File: src/ctlPkg.sv
package ctlPkg;

  // Microword fields use big-endian numbering, bit 0 is the MSB
  typedef logic [0:4] crmDispT;
  typedef logic [0:4] crmSpecT;
  typedef logic [0:5] crmCondT;
  typedef logic [0:8] crmMagicT;
  typedef logic [0:2] regSelT;

  // Diagnostic selector, bit 0 then two octal digits
  typedef logic [0:6] diagSelT;

  // Readback word, bus data bits 24 to 28
  typedef logic [0:4] statWordT;

  // Dispatch codes
  localparam crmDispT dispAread = 5'o02;
  localparam crmDispT dispReturn = 5'o03;
  localparam crmDispT dispNicond = 5'o06;
  localparam crmDispT dispMul = 5'o30;
  localparam crmDispT dispDiv = 5'o31;
  localparam crmDispT dispNorm = 5'o35;
  localparam crmDispT dispEaMod = 5'o36;

  // Special function codes
  localparam crmSpecT specMqShift = 5'o12;
  localparam crmSpecT specScmAlt = 5'o13;
  localparam crmSpecT specClrFpd = 5'o14;
  localparam crmSpecT specStackUpdate = 5'o20;
  localparam crmSpecT specArlInd = 5'o22;
  localparam crmSpecT specFlagCtl = 5'o24;
  localparam crmSpecT specSaveFlags = 5'o25;
  localparam crmSpecT specSpMemCycle = 5'o26;

  // Condition function, cond bits 3 to 5
  localparam logic [0:2] condArllLoad = 3'd1;
  localparam logic [0:2] condArlrLoad = 3'd2;
  localparam logic [0:2] condArrLoad = 3'd3;
  localparam logic [0:2] condArClr = 3'd4;
  localparam logic [0:2] condArxClr = 3'd5;
  localparam logic [0:2] condArlInd = 3'd6;
  localparam logic [0:2] condRegCtl = 3'd7;

  // Field order follows bus data 24..28
  typedef struct packed {
    logic memReset;
    logic channelClkStop;
    logic ldEbusReg;
    logic forceExtend;
    logic diag4;
  } diagRegT;

  typedef struct packed {
    logic ctl00x;
    logic ld04x;
    logic ld06x;
    logic ld07x;
    logic ld072;
    logic ld073;
    logic ld074;
    logic sync075;
    logic ld076;
    logic clkEdp;
    logic rd11x;
    logic rd12x;
    logic rd13x;
    logic rd14x;
    logic diagRead;
    logic diagArLoad;
  } diagFuncT;

endpackage

File: src/ctlDecodeIf.sv
`timescale 1ns/1ps

interface ctlDecodeIf;
  // Dispatch strobes
  logic aread, nicond, eaMod, mul, div, norm;
  // Special function strobes
  logic arlInd, saveFlags, flagCtl, scmAlt, clrFpd, spMemCycle, stackUpdate, mqShift;
  // Condition strobes, already gated by the condition enable
  logic arllLoad, arlrLoad, arrLoad, arClr, arxClr, arlIndCond, regCtl;

  modport dec (
    output aread, nicond, eaMod, mul, div, norm,
    output arlInd, saveFlags, flagCtl, scmAlt, clrFpd, spMemCycle, stackUpdate, mqShift,
    output arllLoad, arlrLoad, arrLoad, arClr, arxClr, arlIndCond, regCtl
  );

  modport user (
    input aread, nicond, eaMod, mul, div, norm,
    input arlInd, saveFlags, flagCtl, scmAlt, clrFpd, spMemCycle, stackUpdate, mqShift,
    input arllLoad, arlrLoad, arrLoad, arClr, arxClr, arlIndCond, regCtl
  );
endinterface

File: src/arLoadCtl.sv
`timescale 1ns/1ps

module arLoadCtl (
  ctlDecodeIf.user          dec,
  input  ctlPkg::regSelT    crmAr,
  input  ctlPkg::regSelT    crmArx,
  input  ctlPkg::crmMagicT  crmMagic,
  input  logic              mrReset,
  input  logic              mclLoadAr,
  input  logic              mclLoadArx,
  input  logic              mclMemArlInd,
  input  logic              mcl18BitEa,
  input  logic              mcl23BitEa,
  input  logic              fmXfer,
  input  logic              respMbox,
  input  logic              respSim,
  input  logic              arx18,
  input  ctlPkg::diagFuncT  diagFunc,
  output logic              ar00to08Load,
  output logic              ar09to17Load,
  output logic              arrLoad,
  output logic              arxLoad,
  output ctlPkg::regSelT    arlSel,
  output ctlPkg::regSelT    arrSel,
  output ctlPkg::regSelT    arxlSel,
  output ctlPkg::regSelT    arxrSel,
  output logic              ar00to11Clr,
  output logic              ar12to17Clr,
  output logic              arrClr,
  output logic              arxClr
);
  import ctlPkg::*;

  logic   arlInd, respAny, fmArLoad, fmArxLoad;
  logic   arClrSrc, shortEa, ea36, steerL, steerR, loadAny;
  regSelT regCtl, arlSrc;

  always_comb begin
    arlInd = mclMemArlInd | dec.arlInd | dec.arlIndCond;
    regCtl = crmMagic[0:2] & {3{dec.regCtl}};
    respAny = respMbox | respSim;
    fmArLoad = fmXfer & mclLoadAr;
    fmArxLoad = fmXfer & mclLoadArx;

    // Magic field takes over the ARL select and the clears
    arlSrc = arlInd ? {crmMagic[8], crmMagic[7], crmMagic[6]} : crmAr;
    arxClr = arlInd ? crmMagic[3] : dec.arxClr;
    arClrSrc = arlInd ? crmMagic[4] : dec.arClr;
    arrClr = arlInd ? crmMagic[5] : dec.arClr;

    // EA mode clears, short address on ARX bit 18
    shortEa = dec.eaMod & arx18;
    ar12to17Clr = mrReset | mcl18BitEa | arClrSrc | shortEa;
    ar00to11Clr = ar12to17Clr | mcl23BitEa;
    ea36 = dec.aread & ar00to11Clr;

    // Bit 0 steered by memory and simulated responses
    steerL = arlSrc[0] | diagFunc.diagArLoad;
    steerR = crmAr[2] | diagFunc.diagArLoad;
    arlSel[0] = (mclLoadAr | steerL) & (steerL | respAny);
    arlSel[1] = arlSrc[1] | ea36 | diagFunc.diagArLoad | fmArLoad;
    arlSel[2] = arlSrc[2];
    arrSel[0] = (mclLoadAr | steerR) & (steerR | respAny);
    arrSel[1] = crmAr[1] | dec.aread | diagFunc.diagArLoad | fmArLoad;
    arrSel[2] = crmAr[2];
    arxlSel[0] = (mclLoadArx | crmArx[2]) & (crmArx[2] | respAny);
    arxlSel[1] = crmArx[1] | fmArxLoad;
    arxlSel[2] = crmArx[2];
    arxrSel = arxlSel;

    loadAny = ar00to11Clr | (|arlSel);
    ar00to08Load = dec.arllLoad | regCtl[0] | loadAny | (crmMagic[0] & arlInd);
    ar09to17Load = dec.arlrLoad | regCtl[1] | loadAny;
    arrLoad = dec.arrLoad | regCtl[2] | (|arrSel) | arrClr;
    arxLoad = crmArx[0] | arxrSel[1] | arxrSel[2] | arxClr | mrReset;
  end

endmodule

File: src/ctlTop.sv
`timescale 1ns/1ps

module ctlTop (
  input  logic              CTL_DIAG_LD_FUNC_076,
  input  logic              rstN,
  input  ctlPkg::crmDispT   crmDisp,
  input  ctlPkg::crmSpecT   crmSpec,
  input  ctlPkg::crmCondT   crmCond,
  input  ctlPkg::crmMagicT  crmMagic,
  input  ctlPkg::regSelT    crmAr,
  input  ctlPkg::regSelT    crmArx,
  input  logic              condEn,
  input  logic              condDiagFunc,
  input  logic              mrReset,
  input  logic              mclLoadAr,
  input  logic              mclLoadArx,
  input  logic              mclMemArlInd,
  input  logic              mcl18BitEa,
  input  logic              mcl23BitEa,
  input  logic              fmXfer,
  input  logic              respMbox,
  input  logic              respSim,
  input  logic              arx18,
  input  ctlPkg::diagSelT   ebusDs,
  input  logic              diagStrobe,
  input  ctlPkg::statWordT  ebusDataIn,
  output logic              ar00to08Load,
  output logic              ar09to17Load,
  output logic              arrLoad,
  output logic              arxLoad,
  output ctlPkg::regSelT    arlSel,
  output ctlPkg::regSelT    arrSel,
  output ctlPkg::regSelT    arxlSel,
  output ctlPkg::regSelT    arxrSel,
  output logic              ar00to11Clr,
  output logic              ar12to17Clr,
  output logic              arrClr,
  output logic              arxClr,
  output ctlPkg::diagFuncT  diagFunc,
  output logic              ebusDriving,
  output ctlPkg::statWordT  ebusDataOut,
  output logic              channelClkStop,
  output logic              forceExtend,
  output logic              ldEbusReg
);
  import ctlPkg::*;

  diagSelT curSel;

  ctlDecodeIf decIf ();

  microDecode uMicroDecode (
    .crmDisp(crmDisp), .crmSpec(crmSpec), .crmCond(crmCond), .condEn(condEn), .dec(decIf.dec)
  );

  diagFuncDecode uDiagFuncDecode (
    .ebusDs(ebusDs), .diagStrobe(diagStrobe), .condDiagFunc(condDiagFunc),
    .crmMagic(crmMagic), .diagFunc(diagFunc), .curSel(curSel)
  );

  arLoadCtl uArLoadCtl (
    .dec(decIf.user), .crmAr(crmAr), .crmArx(crmArx), .crmMagic(crmMagic),
    .mrReset(mrReset), .mclLoadAr(mclLoadAr), .mclLoadArx(mclLoadArx),
    .mclMemArlInd(mclMemArlInd), .mcl18BitEa(mcl18BitEa), .mcl23BitEa(mcl23BitEa),
    .fmXfer(fmXfer), .respMbox(respMbox), .respSim(respSim), .arx18(arx18),
    .diagFunc(diagFunc), .ar00to08Load(ar00to08Load), .ar09to17Load(ar09to17Load),
    .arrLoad(arrLoad), .arxLoad(arxLoad), .arlSel(arlSel), .arrSel(arrSel),
    .arxlSel(arxlSel), .arxrSel(arxrSel), .ar00to11Clr(ar00to11Clr),
    .ar12to17Clr(ar12to17Clr), .arrClr(arrClr), .arxClr(arxClr)
  );

  diagRegReadback uDiagRegReadback (
    .CTL_DIAG_LD_FUNC_076(CTL_DIAG_LD_FUNC_076), .rstN(rstN), .diagFunc(diagFunc),
    .curSel(curSel), .ebusDataIn(ebusDataIn), .dec(decIf.user),
    .ar00to08Load(ar00to08Load), .ar09to17Load(ar09to17Load), .arrLoad(arrLoad),
    .arxLoad(arxLoad), .arlSel(arlSel), .arrSel(arrSel), .arxlSel(arxlSel),
    .arxrSel(arxrSel), .ar00to11Clr(ar00to11Clr), .ar12to17Clr(ar12to17Clr),
    .arrClr(arrClr), .arxClr(arxClr), .ebusDriving(ebusDriving),
    .ebusDataOut(ebusDataOut), .channelClkStop(channelClkStop),
    .forceExtend(forceExtend), .ldEbusReg(ldEbusReg)
  );

endmodule

File: src/diagFuncDecode.sv
`timescale 1ns/1ps

module diagFuncDecode (
  input  ctlPkg::diagSelT   ebusDs,
  input  logic              diagStrobe,
  input  logic              condDiagFunc,
  input  ctlPkg::crmMagicT  crmMagic,
  output ctlPkg::diagFuncT  diagFunc,
  output ctlPkg::diagSelT   curSel
);

  logic consoleCtl;
  logic readStrobe;
  logic ldEn;
  logic rdEn;

  always_comb begin
    // Console owns the selector when either top bit is set
    consoleCtl = ebusDs[0] | ebusDs[1];
    curSel = consoleCtl ? ebusDs : crmMagic[2:8];
    readStrobe = consoleCtl ? diagStrobe : condDiagFunc;

    // Loads always come from the console bus
    ldEn = ebusDs[0] & diagStrobe;
    diagFunc.ctl00x = ldEn && (ebusDs[1:3] == 3'o0);
    diagFunc.ld04x = ldEn && (ebusDs[1:3] == 3'o4);
    diagFunc.ld06x = ldEn && (ebusDs[1:3] == 3'o6);
    diagFunc.ld07x = ldEn && (ebusDs[1:3] == 3'o7);

    // 07x sub-functions
    diagFunc.ld072 = diagFunc.ld07x && (ebusDs[4:6] == 3'o2);
    diagFunc.ld073 = diagFunc.ld07x && (ebusDs[4:6] == 3'o3);
    diagFunc.ld074 = diagFunc.ld07x && (ebusDs[4:6] == 3'o4);
    diagFunc.sync075 = diagFunc.ld07x && (ebusDs[4:6] == 3'o5);
    diagFunc.ld076 = diagFunc.ld07x && (ebusDs[4:6] == 3'o6);
    diagFunc.clkEdp = diagFunc.ld07x && (ebusDs[4:6] == 3'o7);

    // Reads use the selected source
    rdEn = curSel[0] & readStrobe;
    diagFunc.diagRead = rdEn && (curSel[1:3] == 3'o0);
    diagFunc.rd11x = rdEn && (curSel[1:3] == 3'o1);
    diagFunc.rd12x = rdEn && (curSel[1:3] == 3'o2);
    diagFunc.rd13x = rdEn && (curSel[1:3] == 3'o3);
    diagFunc.rd14x = rdEn && (curSel[1:3] == 3'o4);

    // Selector 177
    diagFunc.diagArLoad = curSel[0] & (&curSel[1:6]);
  end

endmodule

File: src/diagRegReadback.sv
`timescale 1ns/1ps

module diagRegReadback (
  input  logic              CTL_DIAG_LD_FUNC_076,
  input  logic              rstN,
  input  ctlPkg::diagFuncT  diagFunc,
  input  ctlPkg::diagSelT   curSel,
  input  ctlPkg::statWordT  ebusDataIn,
  ctlDecodeIf.user          dec,
  input  logic              ar00to08Load,
  input  logic              ar09to17Load,
  input  logic              arrLoad,
  input  logic              arxLoad,
  input  ctlPkg::regSelT    arlSel,
  input  ctlPkg::regSelT    arrSel,
  input  ctlPkg::regSelT    arxlSel,
  input  ctlPkg::regSelT    arxrSel,
  input  logic              ar00to11Clr,
  input  logic              ar12to17Clr,
  input  logic              arrClr,
  input  logic              arxClr,
  output logic              ebusDriving,
  output ctlPkg::statWordT  ebusDataOut,
  output logic              channelClkStop,
  output logic              forceExtend,
  output logic              ldEbusReg
);
  import ctlPkg::*;

  diagRegT diagReg;

  // Written by diagnostic function 076
  always_ff @(posedge CTL_DIAG_LD_FUNC_076) begin
    if (!rstN) begin
      diagReg <= '0;
    end else if (diagFunc.ld076) begin
      diagReg <= diagRegT'(ebusDataIn);
    end
  end

  assign channelClkStop = diagReg.channelClkStop;
  assign forceExtend = diagReg.forceExtend;
  assign ldEbusReg = diagReg.ldEbusReg;
  assign ebusDriving = diagFunc.diagRead;

  // Read 10x, low digit picks the status word
  always_comb begin
    ebusDataOut = '0;
    if (diagFunc.diagRead) begin
      case (curSel[4:6])
        3'o0: ebusDataOut = {dec.scmAlt, dec.saveFlags, arlSel[1], arrLoad, ar00to08Load};
        3'o1: ebusDataOut = {dec.clrFpd, dec.arlInd, arlSel[0], arrLoad, ar09to17Load};
        3'o2: ebusDataOut = {dec.stackUpdate, dec.regCtl, arrSel[1], arxClr, arxLoad};
        3'o3: ebusDataOut = {dec.mqShift, dec.aread, arrSel[0], arrClr, arlSel[2]};
        3'o4: ebusDataOut = {dec.flagCtl, dec.nicond, arxlSel[1], dec.arClr, ar00to11Clr};
        3'o5: ebusDataOut = {dec.spMemCycle, dec.eaMod, arxlSel[0], diagReg.forceExtend,
                             ar12to17Clr};
        3'o6: ebusDataOut = {dec.mul, dec.div, arxrSel[1], diagReg.channelClkStop, arrClr};
        default: ebusDataOut = {dec.norm, diagReg.memReset, arxrSel[0], diagReg.ldEbusReg,
                                diagReg.diag4};
      endcase
    end
  end

endmodule

File: src/microDecode.sv
`timescale 1ns/1ps

module microDecode (
  input  ctlPkg::crmDispT crmDisp,
  input  ctlPkg::crmSpecT crmSpec,
  input  ctlPkg::crmCondT crmCond,
  input  logic            condEn,
  ctlDecodeIf.dec         dec
);
  import ctlPkg::*;

  logic [0:2] condFunc;

  // Dispatch field
  assign dec.aread = (crmDisp == dispAread);
  assign dec.nicond = (crmDisp == dispNicond);
  assign dec.eaMod = (crmDisp == dispEaMod);
  assign dec.mul = (crmDisp == dispMul);
  assign dec.div = (crmDisp == dispDiv);
  assign dec.norm = (crmDisp == dispNorm);

  // Special function field
  assign dec.arlInd = (crmSpec == specArlInd);
  assign dec.saveFlags = (crmSpec == specSaveFlags);
  assign dec.flagCtl = (crmSpec == specFlagCtl);
  assign dec.scmAlt = (crmSpec == specScmAlt);
  assign dec.clrFpd = (crmSpec == specClrFpd);
  assign dec.spMemCycle = (crmSpec == specSpMemCycle);
  assign dec.stackUpdate = (crmSpec == specStackUpdate);
  assign dec.mqShift = (crmSpec == specMqShift);

  // Only the low three bits pick the function
  assign condFunc = crmCond[3:5];

  assign dec.arllLoad = condEn & (condFunc == condArllLoad);
  assign dec.arlrLoad = condEn & (condFunc == condArlrLoad);
  assign dec.arrLoad = condEn & (condFunc == condArrLoad);
  assign dec.arClr = condEn & (condFunc == condArClr);
  assign dec.arxClr = condEn & (condFunc == condArxClr);
  assign dec.arlIndCond = condEn & (condFunc == condArlInd);
  assign dec.regCtl = condEn & (condFunc == condRegCtl);

endmodule

File: config.mk
export PLATFORM = sky130hd
export DESIGN_NAME = ctlTop
export DESIGN_NICKNAME = d
export VERILOG_FILES = /design/src/ctlPkg.sv /design/src/ctlDecodeIf.sv /design/src/arLoadCtl.sv /design/src/ctlTop.sv /design/src/diagFuncDecode.sv /design/src/diagRegReadback.sv /design/src/microDecode.sv
export SDC_FILE = /design/constraint.sdc
export NUM_CORES = 1
export LEC_CHECK = 0
export ABC_AREA = 1
export BUFFER_PORTS_ARGS = -buffer_cell sky130_fd_sc_hd__buf_4
export CAP_MARGIN = 15
export CORE_MARGIN = 4
export CORE_UTILIZATION = 42
export CTS_CLUSTER_SIZE = 25
export DETAILED_ROUTE_END_ITERATION = 8
export GPL_TIMING_DRIVEN = 0
export PLACE_DENSITY = 0.83
export REMOVE_ABC_BUFFERS = 1
export SLEW_MARGIN = 20
export SYNTH_ARGS = -nofsm -noshare
export SYNTH_HDL_FRONTEND = slang
export SYNTH_SLANG_ARGS = --single-unit
File: constraint.sdc
create_clock -name CTL_DIAG_LD_FUNC_076 -period 1.9 [get_ports CTL_DIAG_LD_FUNC_076]
set_input_delay 0.19 -clock CTL_DIAG_LD_FUNC_076 [delete_from_list [all_inputs] [get_ports CTL_DIAG_LD_FUNC_076]]
set_output_delay 0.19 -clock CTL_DIAG_LD_FUNC_076 [all_outputs]
set_load 0.01 [all_outputs]
==> flow_summary_export.csv, run 1 <==
group,metric,value,unit
synthesis,yosys.cell_count.top_type,"nand2_1",
cts,cts-root-buf,"clkbuf_4",
cts,postCtsHoldBufs,0,
synthesis,synth-compound-area-share,0.133,
floorplanning,core_area,0.00313,sq mm
cts,cts_buffers,3,
cts,cts_sinks,5,
floorplanning,die-area,0.00437,sq mm
floorplanning,die_w,66.1,um
synthesis,ys_warn_count,0,
setup_path,crit_end,"ebusDataOut[0]",
layout,drive_gt1_frac,0.479,
synthesis,syn_inst,275,
setup_path,rr_worst_depth,2,
place,hpwl,4500,um
sta,worstMarginPinSlew,398,ps
drt,drc,0,
layout,area_growth_syn_to_layout,77.8,%
cts,cts_tree,"built",
synthesis,synth_top_family_by_area,"simple AND/OR/NAND/NOR gates",
pwr,power.density,301,mW/mm^2
setup_path,worstSetupPathType,"input port to primary output",
synthesis,async_flop_share,0,
flow_run,maxCapViolCount,0,
global_route,grt_pass1_vias,1979,
setup_path,crit_cells,14,
floorplanning,start_util,0.453,
setup_path,cp-startpoint,"crmCond[2]",
synthesis,synth_area_leader_cell,"nand2_1",
place,place_area,0.00217,sq mm
setup_path,endpoint_kind,"primary output",
drt,ant_nets,0,
sta,fin_crit_sh,0.990,
setup_path,critPathMaxStageDelay,240,ps
place,place.gp.congestion,0.961,
layout,final_cells,430,
sta,setup-violations-final,0,
cts,htree_levels,1,
setup_path,r2r-end,"uDiagRegReadback.diagReg[4]",
synthesis,synth_area,0.00142,sq mm
sta,relSlewSlack,0.734,
setup_path,path_buf_inv,3,
synthesis,avgSynthCellArea,5.15,sq um
setup_path,crit_fanout,7,
synthesis,seq_area_frac_synth,0.0707,
sta,rsz0062_at_grt,"true",
setup_path,cp_top_family,"simple AND/OR/NAND/NOR gates",
sta,fmax,531,MHz
synthesis,synth.top_cells.by_count,"nand2_1, nor2_1, inv_1, nand3_1",
sta,slew_viol_final,0,
cts,cts_buffer_depth,2,
global_route,antenna_found_initial,0,
pwr,leakagePower,0.00131,uW
global_route,grt_max_degree,10,
layout,antenna_cells,0,
global_route,grt_overflow_total,0,
floorplanning,die_h,66.1,um
sta,hold_violations,0,
layout,postLayoutCellArea,0.00252,sq mm
global_route,grt_usage,0.243,
cts,clock_latency,240,ps
status,status,"complete, no violations",
drt,routed_via_density,5.22,
setup_path,r2r_start,"uDiagRegReadback.diagReg[4]",
synthesis,synthMuxAreaShare,0,
setup_path,slowest_stage,"nor3_2",
setup_path,worstPathRequired,1710,ps
layout,finalNetCount,445,
setup_path,arrival,1690,ps
drt,wirelength,5790,um
setup_path,critPathLaunchType,"input port",
pwr,vdd.ir_drop.worst,0.315,mV
setup_path,reg2reg_slack,1240,ps
synthesis,yosys-top-cells-area,"nand2_1, nor2_1, nand3_1",
floorplanning,ioPinCount,103,
synthesis,synth_edf_count,0,
synthesis,synth_top_area_frac,0.170,
synthesis,synth_xor_area_frac,0.00618,
place,port-buffer-count,99,
cts,path_clk_slew,40,ps
drt,routedWlPerCell,13.5,um
drt,drt_iter0_drc,180,
synthesis,synthAdderAreaFrac,0,
drt,via_count,2244,
synthesis,synth_ff_type,"dfxtp_1",
setup_path,cpMostUsedCell,"nand2_1",
synthesis,synth_seq_cells,5,
place,dp.cells,412,
floorplanning,num_rows,20,
sta,period_needed,1880,ps
worst_hold_path,hp-class,"input port to register",
setup_path,crit_chain,"buf_4, nand2_2, nor2_2, nor2_4, nand2_4, nand2_1, nand2_2, nor3_2, nand3_1, nand2_1, nand3_1, nand2_1, inv_1, buf_4",
sta,skew,0,ps
synthesis,synthSimpleGateAreaFrac,0.651,
global_route,grt_pass1_wl,8500,um
synthesis,ys_types,28,
drt,drt_first_pass_iters,4,
## stage by stage
stage,setup slack [ps],util,total power [uW],hold WS (ps),setup TNS [ps]
floorplan,171,-,345,325,0
global placement,-81.6,0.694,543,411,-193
detailed placement,-87.6,0.694,545,418,-228
CTS,-18.8,0.714,682,169,-43.7
global route,-105,0.805,816,172,-385
finish,18.5,0.805,759,174,0
## worst min-delay path by stage
stage,startpoint,to,depth (start not counted)
2_1_floorplan,ebusDataIn[3],uDiagRegReadback.channelClkStop,2
3_3_place_gp,ebusDataIn[1],uDiagRegReadback.forceExtend,3
3_5_place_dp,ebusDataIn[2],uDiagRegReadback.ldEbusReg,3
4_1_cts,ebusDataIn[2],uDiagRegReadback.ldEbusReg,3
5_1_grt,ebusDataIn[1],uDiagRegReadback.forceExtend,3
6_report,ebusDataIn[2],uDiagRegReadback.ldEbusReg,3
## power by group
group	total, uW	internal [uW]	switching (uW)
Clock	120	79.2	40.8
Sequential	106	106	0.345
Combinational	533	239	294
## registers in the layout, summed over array words and instances (netlist names)
signal and cells:
uDiagRegReadback.diagReg 2, uDiagRegReadback.channelClkStop 1, uDiagRegReadback.ldEbusReg 1, uDiagRegReadback.forceExtend 1
## tightest hold or removal path: stages
cell and delay [ps]:
buf_4 80, nor2_1 30, nor2_1 80
## cells in the final DEF (no fill, tap or decap), types with 2 or more instances in the layout
cell      instances
nor3_2            2
a21oi_2           5
nand2_1          50
nor3_1           12
o21ai_1           2
nor4_1            4
nand4_1           4
a21oi_1           9
nand3_1          23
dfxtp_1           5
clkbuf_4          3
inv_2             5
inv_1            32
o21ai_0          12
nor2_4            7
nand3_2           6
nand2_2          18
nor2_1           42
or2_2             4
nor2_2            7
nand2_8           4
nand2_4           4
nand3_4           2
buf_4           109
## repair_timing
action / CTS / global route
pin swaps: 4 / 16
gates cloned: 1 / 0
setup buffers: 2 / 11
gates resized for setup: 7 / 50
setup endpoints to repair: 5 / 5
## cells by family after synthesis
group	count (synthesis)
XOR/XNOR	1
AO/OA/AOI/OAI	35
AND/OR/NAND/NOR	189
flip-flops	5
buffers and inverters	45
## per-layer routing
layer	GRT usage	up-vias	share of wire
li1	-	1121	-
met1	0.296	983	0.39
met2	0.428	126	0.48
met3	0.0408	14	0.10
met4	0.0787	0	0.021
met5	0	-	0
## final cells by class
type,count,area (sq um)
well taps,44,55.1
multi-input cells,226,1320
fillers,248,609
repair buffers,112,865
flip-flops and latches,5,100
inverters,39,154
clock buffers,4,26.3
No activity file was read; power rests on OpenSTA's default activity.
==> run 2, diff against run 1 <==
--- a/config.mk
+++ b/config.mk
@@ -8,12 +8,15 @@
 export ABC_AREA = 1
 export BUFFER_PORTS_ARGS = -buffer_cell sky130_fd_sc_hd__buf_4
 export CAP_MARGIN = 15
+export CELL_PAD_IN_SITES_DETAIL_PLACEMENT = 1
+export CELL_PAD_IN_SITES_GLOBAL_PLACEMENT = 2
 export CORE_MARGIN = 4
-export CORE_UTILIZATION = 42
+export CORE_UTILIZATION = 17
 export CTS_CLUSTER_SIZE = 25
 export DETAILED_ROUTE_END_ITERATION = 8
+export GPL_ROUTABILITY_DRIVEN = 0
 export GPL_TIMING_DRIVEN = 0
-export PLACE_DENSITY = 0.83
+export PLACE_DENSITY_LB_ADDON = 0.1
 export REMOVE_ABC_BUFFERS = 1
 export SLEW_MARGIN = 20
 export SYNTH_ARGS = -nofsm -noshare
==> flow_summary_export.csv, run 2 (same netlist as run 1, synthesis figures left out) <==
group,metric,value,unit
status,status,"finished, violations left",
status,failed_checks,"negative setup slack",
pwr,leakagePower,0.00143,uW
drt,drc,0,
cts,clock_latency,220,ps
layout,drive_gt1_frac,0.526,
sta,hold_violations,0,
sta,period_needed,1920,ps
place,port-buffer-count,99,
sta,setup_ws,-23.9,ps
floorplanning,die-area,0.00986,sq mm
sta,skew,0,ps
layout,largest-register,"uDiagRegReadback.diagReg",
floorplanning,num_rows,33,
layout,area_growth_syn_to_layout,101,%
drt,ant_nets,0,
setup_path,critPathMaxStageDelay,150,ps
global_route,grt_max_degree,9,
sta,fmax,520,MHz
sta,rsz0062_at_grt,"true",
cts,postCtsHoldBufs,0,
drt,routedWlPerCell,14.9,um
layout,finalNetCount,462,
pwr,power.density,322,mW/mm^2
layout,layout_common_cells,"buf_4, nand2_1, nor2_1",
layout,finish.utilization,0.348,
cts,path_clk_slew,30,ps
sta,worstMarginPinSlew,408,ps
setup_path,crit_fanout,6,
cts,cts_sinks,5,
floorplanning,core_area,0.00818,sq mm
setup_path,crit_chain,"buf_8, nor2_4, buf_6, nand2_4, nand2_8, inv_8, nor2_4, inv_4, nand2_4, nor2_4, xor2_1, nor2_1, nand2_2, a21oi_2, buf_4",
global_route,grt_pass1_vias,2482,
worst_hold_path,hp-class,"input port to register",
sta,relSlewSlack,0.727,
setup_path,reg2reg_slack,1240,ps
sta,slew_viol_final,0,
setup_path,worstSetupPathType,"input port to primary output",
flow_run,maxCapViolCount,0,
sta,hold_ws,195,ps
setup_path,arrival,1730,ps
drt,drt_first_pass_iters,4,
floorplanning,die_h,99.3,um
cts,htree_levels,1,
setup_path,critPathLaunchType,"input port",
sta,fin_crit_sh,1.01,
place,preCtsSetupSlack,-361,ps
floorplanning,die_w,99.3,um
layout,largest_reg_flops,2,
cts,cts_buffer_depth,2,
drt,routed_via_density,4.49,
global_route,grt_overflow_total,0,
setup_path,worstPathRequired,1710,ps
sta,setup-violations-final,3,
floorplanning,ioPinCount,103,
setup_path,slowest_stage,"buf_6",
layout,antenna_cells,0,
place,hpwl,6300,um
cts,cts_buffers,3,
cts,cts-root-buf,"clkbuf_8",
floorplanning,start_util,0.173,
layout,layout.cells.most_common,"buf_4",
cts,cts_tree,"built",
sta,tns,-52.1,ps
pwr,vdd.ir_drop.worst,0.274,mV
global_route,antenna_found_initial,0,
drt,drt_iter0_drc,33,
drt,wirelength,7550,um
global_route,grt_usage,0.150,
global_route,grt_pass1_wl,12100,um
drt,via_count,2282,
setup_path,cpMostUsedCell,"nor2_4",
setup_path,endpoint_kind,"primary output",
## run 2: cell count changes in the layout (fill, tap and decap cells not counted), moves of 3 or more
| cell | delta |
|---|---|
| nor2_2 | -3 |
| nor2_4 | +3 |
| buf_4 | +11 |
| nand3_1 | -6 |
| nand2_4 | +4 |
| clkbuf_8 | +3 |
| buf_6 | +8 |
| nand3_2 | +4 |
| clkbuf_4 | -3 |
## run 2: timing repair
| action | 4_1_cts | 5_1_grt |
|---|---|---|
| pin swaps | 26 | 29 |
| endpoints found under the hold margin | 0 | 0 |
| gates cloned | 0 | 0 |
| resized for setup | 64 | 24 |
| setup endpoints to repair | 8 | 6 |
| buffers inserted | 24 | 7 |
## run 2: per-layer routing
| metal | wire [um] | GRT usage | share of wire | vias up |
|---|---|---|---|---|
| li1 | - | - | - | 1146 |
| met1 | 3420 | 0.199 | 0.45 | 1067 |
| met2 | 3700 | 0.264 | 0.49 | 62 |
| met3 | 383 | 0.0196 | 0.051 | 7 |
| met4 | 52 | 0.0231 | 0.0069 | 0 |
| met5 | 0 | 0 | 0 | - |
## run 2: report_power, final
| group | switching, uW | internal, uW |
|---|---|---|
| combinational | 330 | 283 |
| clock | 52.4 | 144 |
| sequential | 0.341 | 106 |
| total | 383 | 533 |
## run 2: metrics by stage
stage / cells / total power [uW] / area (sq um)
CTS: 501 / 888 / 2720
floorplan: 269 / 345 / 1370
finish: 508 / 916 / 2850
global placement: 473 / 571 / 2250
global route: 508 / 990 / 2850
detailed placement: 473 / 574 / 2250
## run 2: layout make-up
type / count / area, sq um
inverters: 39 / 166
well taps: 105 / 131
flip-flops and latches: 5 / 100
multi-input cells: 225 / 1390
clock buffers: 4 / 45.0
repair buffers: 130 / 1020
fillers: 1097 / 5330
## run 2: path summary, 6_finish.rpt
| kind | startpoint | to | cells past startpoint |
|---|---|---|---|
| setup / recovery | ebusDs[6] | ebusDataOut[4] | 15 |
| hold / removal | ebusDataIn[4] | uDiagRegReadback.diagReg[4] | 3 |
| setup reg to reg | uDiagRegReadback.ldEbusReg | uDiagRegReadback.ldEbusReg | 2 |
| hold reg to reg | uDiagRegReadback.diagReg[4] | uDiagRegReadback.diagReg[4] | 2 |
## run 2: critical path, delay by kind of cell
kind / cells / cell delay [ps]
simple gates: 8 / 780
buf+inv: 5 / 500
compound gates: 1 / 110
xor+xnor: 1 / 130
==> run 3, diff against run 2 <==
--- a/config.mk
+++ b/config.mk
@@ -18,6 +18,7 @@
 export GPL_TIMING_DRIVEN = 0
 export PLACE_DENSITY_LB_ADDON = 0.1
 export REMOVE_ABC_BUFFERS = 1
+export SETUP_SLACK_MARGIN = 0.2
 export SLEW_MARGIN = 20
 export SYNTH_ARGS = -nofsm -noshare
 export SYNTH_HDL_FRONTEND = slang
==> flow_summary_export.csv, run 3 (same netlist as run 1, synthesis figures left out) <==
group,metric,value,unit
layout,largest_reg_flops,2,
sta,fin_crit_sh,1.00,
setup_path,endpoint_kind,"primary output",
global_route,grt_max_degree,9,
setup_path,critPathLaunchType,"input port",
floorplanning,num_rows,33,
pwr,vdd.ir_drop.worst,0.275,mV
layout,antenna_cells,0,
global_route,grt_pass1_wl,12200,um
layout,largest-register,"uDiagRegReadback.diagReg",
setup_path,slowest_stage,"o21ai_4",
layout,final_cells,508,
setup_path,crit_fanout,5,
layout,layout.cells.most_common,"buf_4",
sta,hold_violations,0,
pwr,p_int,537,uW
floorplanning,ioPinCount,103,
cts,cts_buffer_depth,2,
floorplanning,core_area,0.00818,sq mm
sta,setup-violations-final,1,
drt,highest-signal-layer,"met4",
sta,rsz0062_at_grt,"true",
sta,slew_viol_final,0,
sta,fmax,526,MHz
cts,postCtsHoldBufs,0,
drt,route.met3.wl,444,um
layout,drive_gt1_frac,0.548,
global_route,antenna_found_initial,0,
cts,cts_buffers,3,
drt,wirelength,7640,um
drt,ant_nets,0,
setup_path,arrival,1710,ps
pwr,seqPwrFrac,0.114,
drt,drt_iter0_drc,42,
pwr,clockPowerShare,0.211,
setup_path,cpMostUsedCell,"nor2_4",
sta,skew,0,ps
cts,cts-root-buf,"clkbuf_8",
cts,htree_levels,1,
status,failed_checks,"negative setup slack",
flow_run,maxCapViolCount,0,
global_route,grt_overflow_total,0,
floorplanning,start_util,0.173,
setup_path,rr_worst_depth,2,
drt,drt-met1-wl,3370,um
sta,period_needed,1900,ps
pwr,switching_share,0.422,
drt,routedWlPerCell,15.0,um
layout,layout_common_cells,"buf_4, nand2_1, nor2_1",
worst_hold_path,hp-class,"input port to register",
drt,dr_wl_met2,3790,um
place,hpwl,6300,um
drt,drt_first_pass_iters,4,
floorplanning,die-area,0.00986,sq mm
worst_hold_path,hold_depth,3,
cts,cts_tree,"built",
pwr,leakagePower,0.00144,uW
drt,via_count,2292,
pwr,power.switching,392,uW
setup_path,crit_chain,"buf_8, nor2_4, buf_6, buf_4, o21ai_4, nand3_2, nor2_4, nor2_4, nand2_2, nand2_1, nand3_1, a21oi_1, a21oi_2, buf_4",
floorplanning,die_h,99.3,um
floorplanning,die_w,99.3,um
setup_path,worstSetupPathType,"input port to primary output",
global_route,grt_pass1_vias,2494,
drt,drc,0,
status,status,"finished, violations left",
place,port-buffer-count,99,
cts,cts_sinks,5,
layout,nFillCells,1096,
setup_path,worstPathRequired,1710,ps
sta,setup_ws,-1.87,ps
global_route,grt_usage,0.152,
setup_path,critPathMaxStageDelay,200,ps
sta,relSlewSlack,0.727,
drt,routed_via_density,4.51,
cts,path_clk_slew,30,ps
pwr,total_power,929,uW
cts,clock_latency,220,ps
place,dp.cells,473,
layout,finalNetCount,462,
sta,worstMarginPinSlew,407,ps
layout,area_growth_syn_to_layout,105,%
layout,seqCellArea,100,sq um
layout,multi_input_area,0.00145,sq mm
pwr,p_comb_frac,0.674,
pwr,power.density,320,mW/mm^2
## run 3: cell type report
cell class / count / share of cell area
clock buffers: 4 / 0.0155
multi-input cells: 225 / 0.498
well taps: 105 / 0.0452
flip-flops and latches: 5 / 0.0344
repair buffers: 130 / 0.350
inverters: 39 / 0.0572
## run 3: metal layers
layer  GRT usage  up-vias
li1            -     1147
met1       0.197     1078
met2       0.273       63
met3      0.0203        4
met4      0.0189        0
met5           0        -
## run 3: power groups by stage
stage / Clock, uW / Combinational [uW] / Sequential [uW]
global route: 212 / 685 / 106
detailed placement: 0 / 466 / 108
global placement: 0 / 463 / 108
CTS: 202 / 600 / 106
floorplan: 0 / 237 / 108
finish: 196 / 627 / 106
## run 3: through the flow
| step | utilization | TNS, ps | hold slack (ps) | cell area [sq um] | setup WS [ps] |
|---|---|---|---|---|---|
| floorplan | - | 0 | 325 | 1370 | 171 |
| global placement | 0.275 | -1100 | 413 | 2250 | -363 |
| detailed placement | 0.275 | -1250 | 420 | 2250 | -361 |
| CTS | 0.343 | -4.85 | 195 | 2800 | -4.85 |
| global route | 0.356 | -477 | 219 | 2910 | -105 |
| finish | 0.356 | -1.87 | 195 | 2910 | -1.87 |
## run 3: critical path, delay by kind of cell
kind / cells / cell delay (ps)
simple gates: 7 / 630
buf+inv: 4 / 480
compound gates: 3 / 400
## run 3: final timing paths
path	startpoint	end	slack, ps
max	ebusDs[5]	ebusDataOut[2]	-2
min	ebusDataIn[4]	uDiagRegReadback.diagReg[4]	200
max reg2reg	uDiagRegReadback.ldEbusReg	uDiagRegReadback.ldEbusReg	1240
min reg2reg	uDiagRegReadback.diagReg[4]	uDiagRegReadback.diagReg[4]	520
## run 3: what timing repair did
item	4_1_cts	5_1_grt
setup endpoints to repair	12	13
gates cloned	0	0
buffers inserted	27	4
pin swaps	30	26
gates resized for setup	80	22
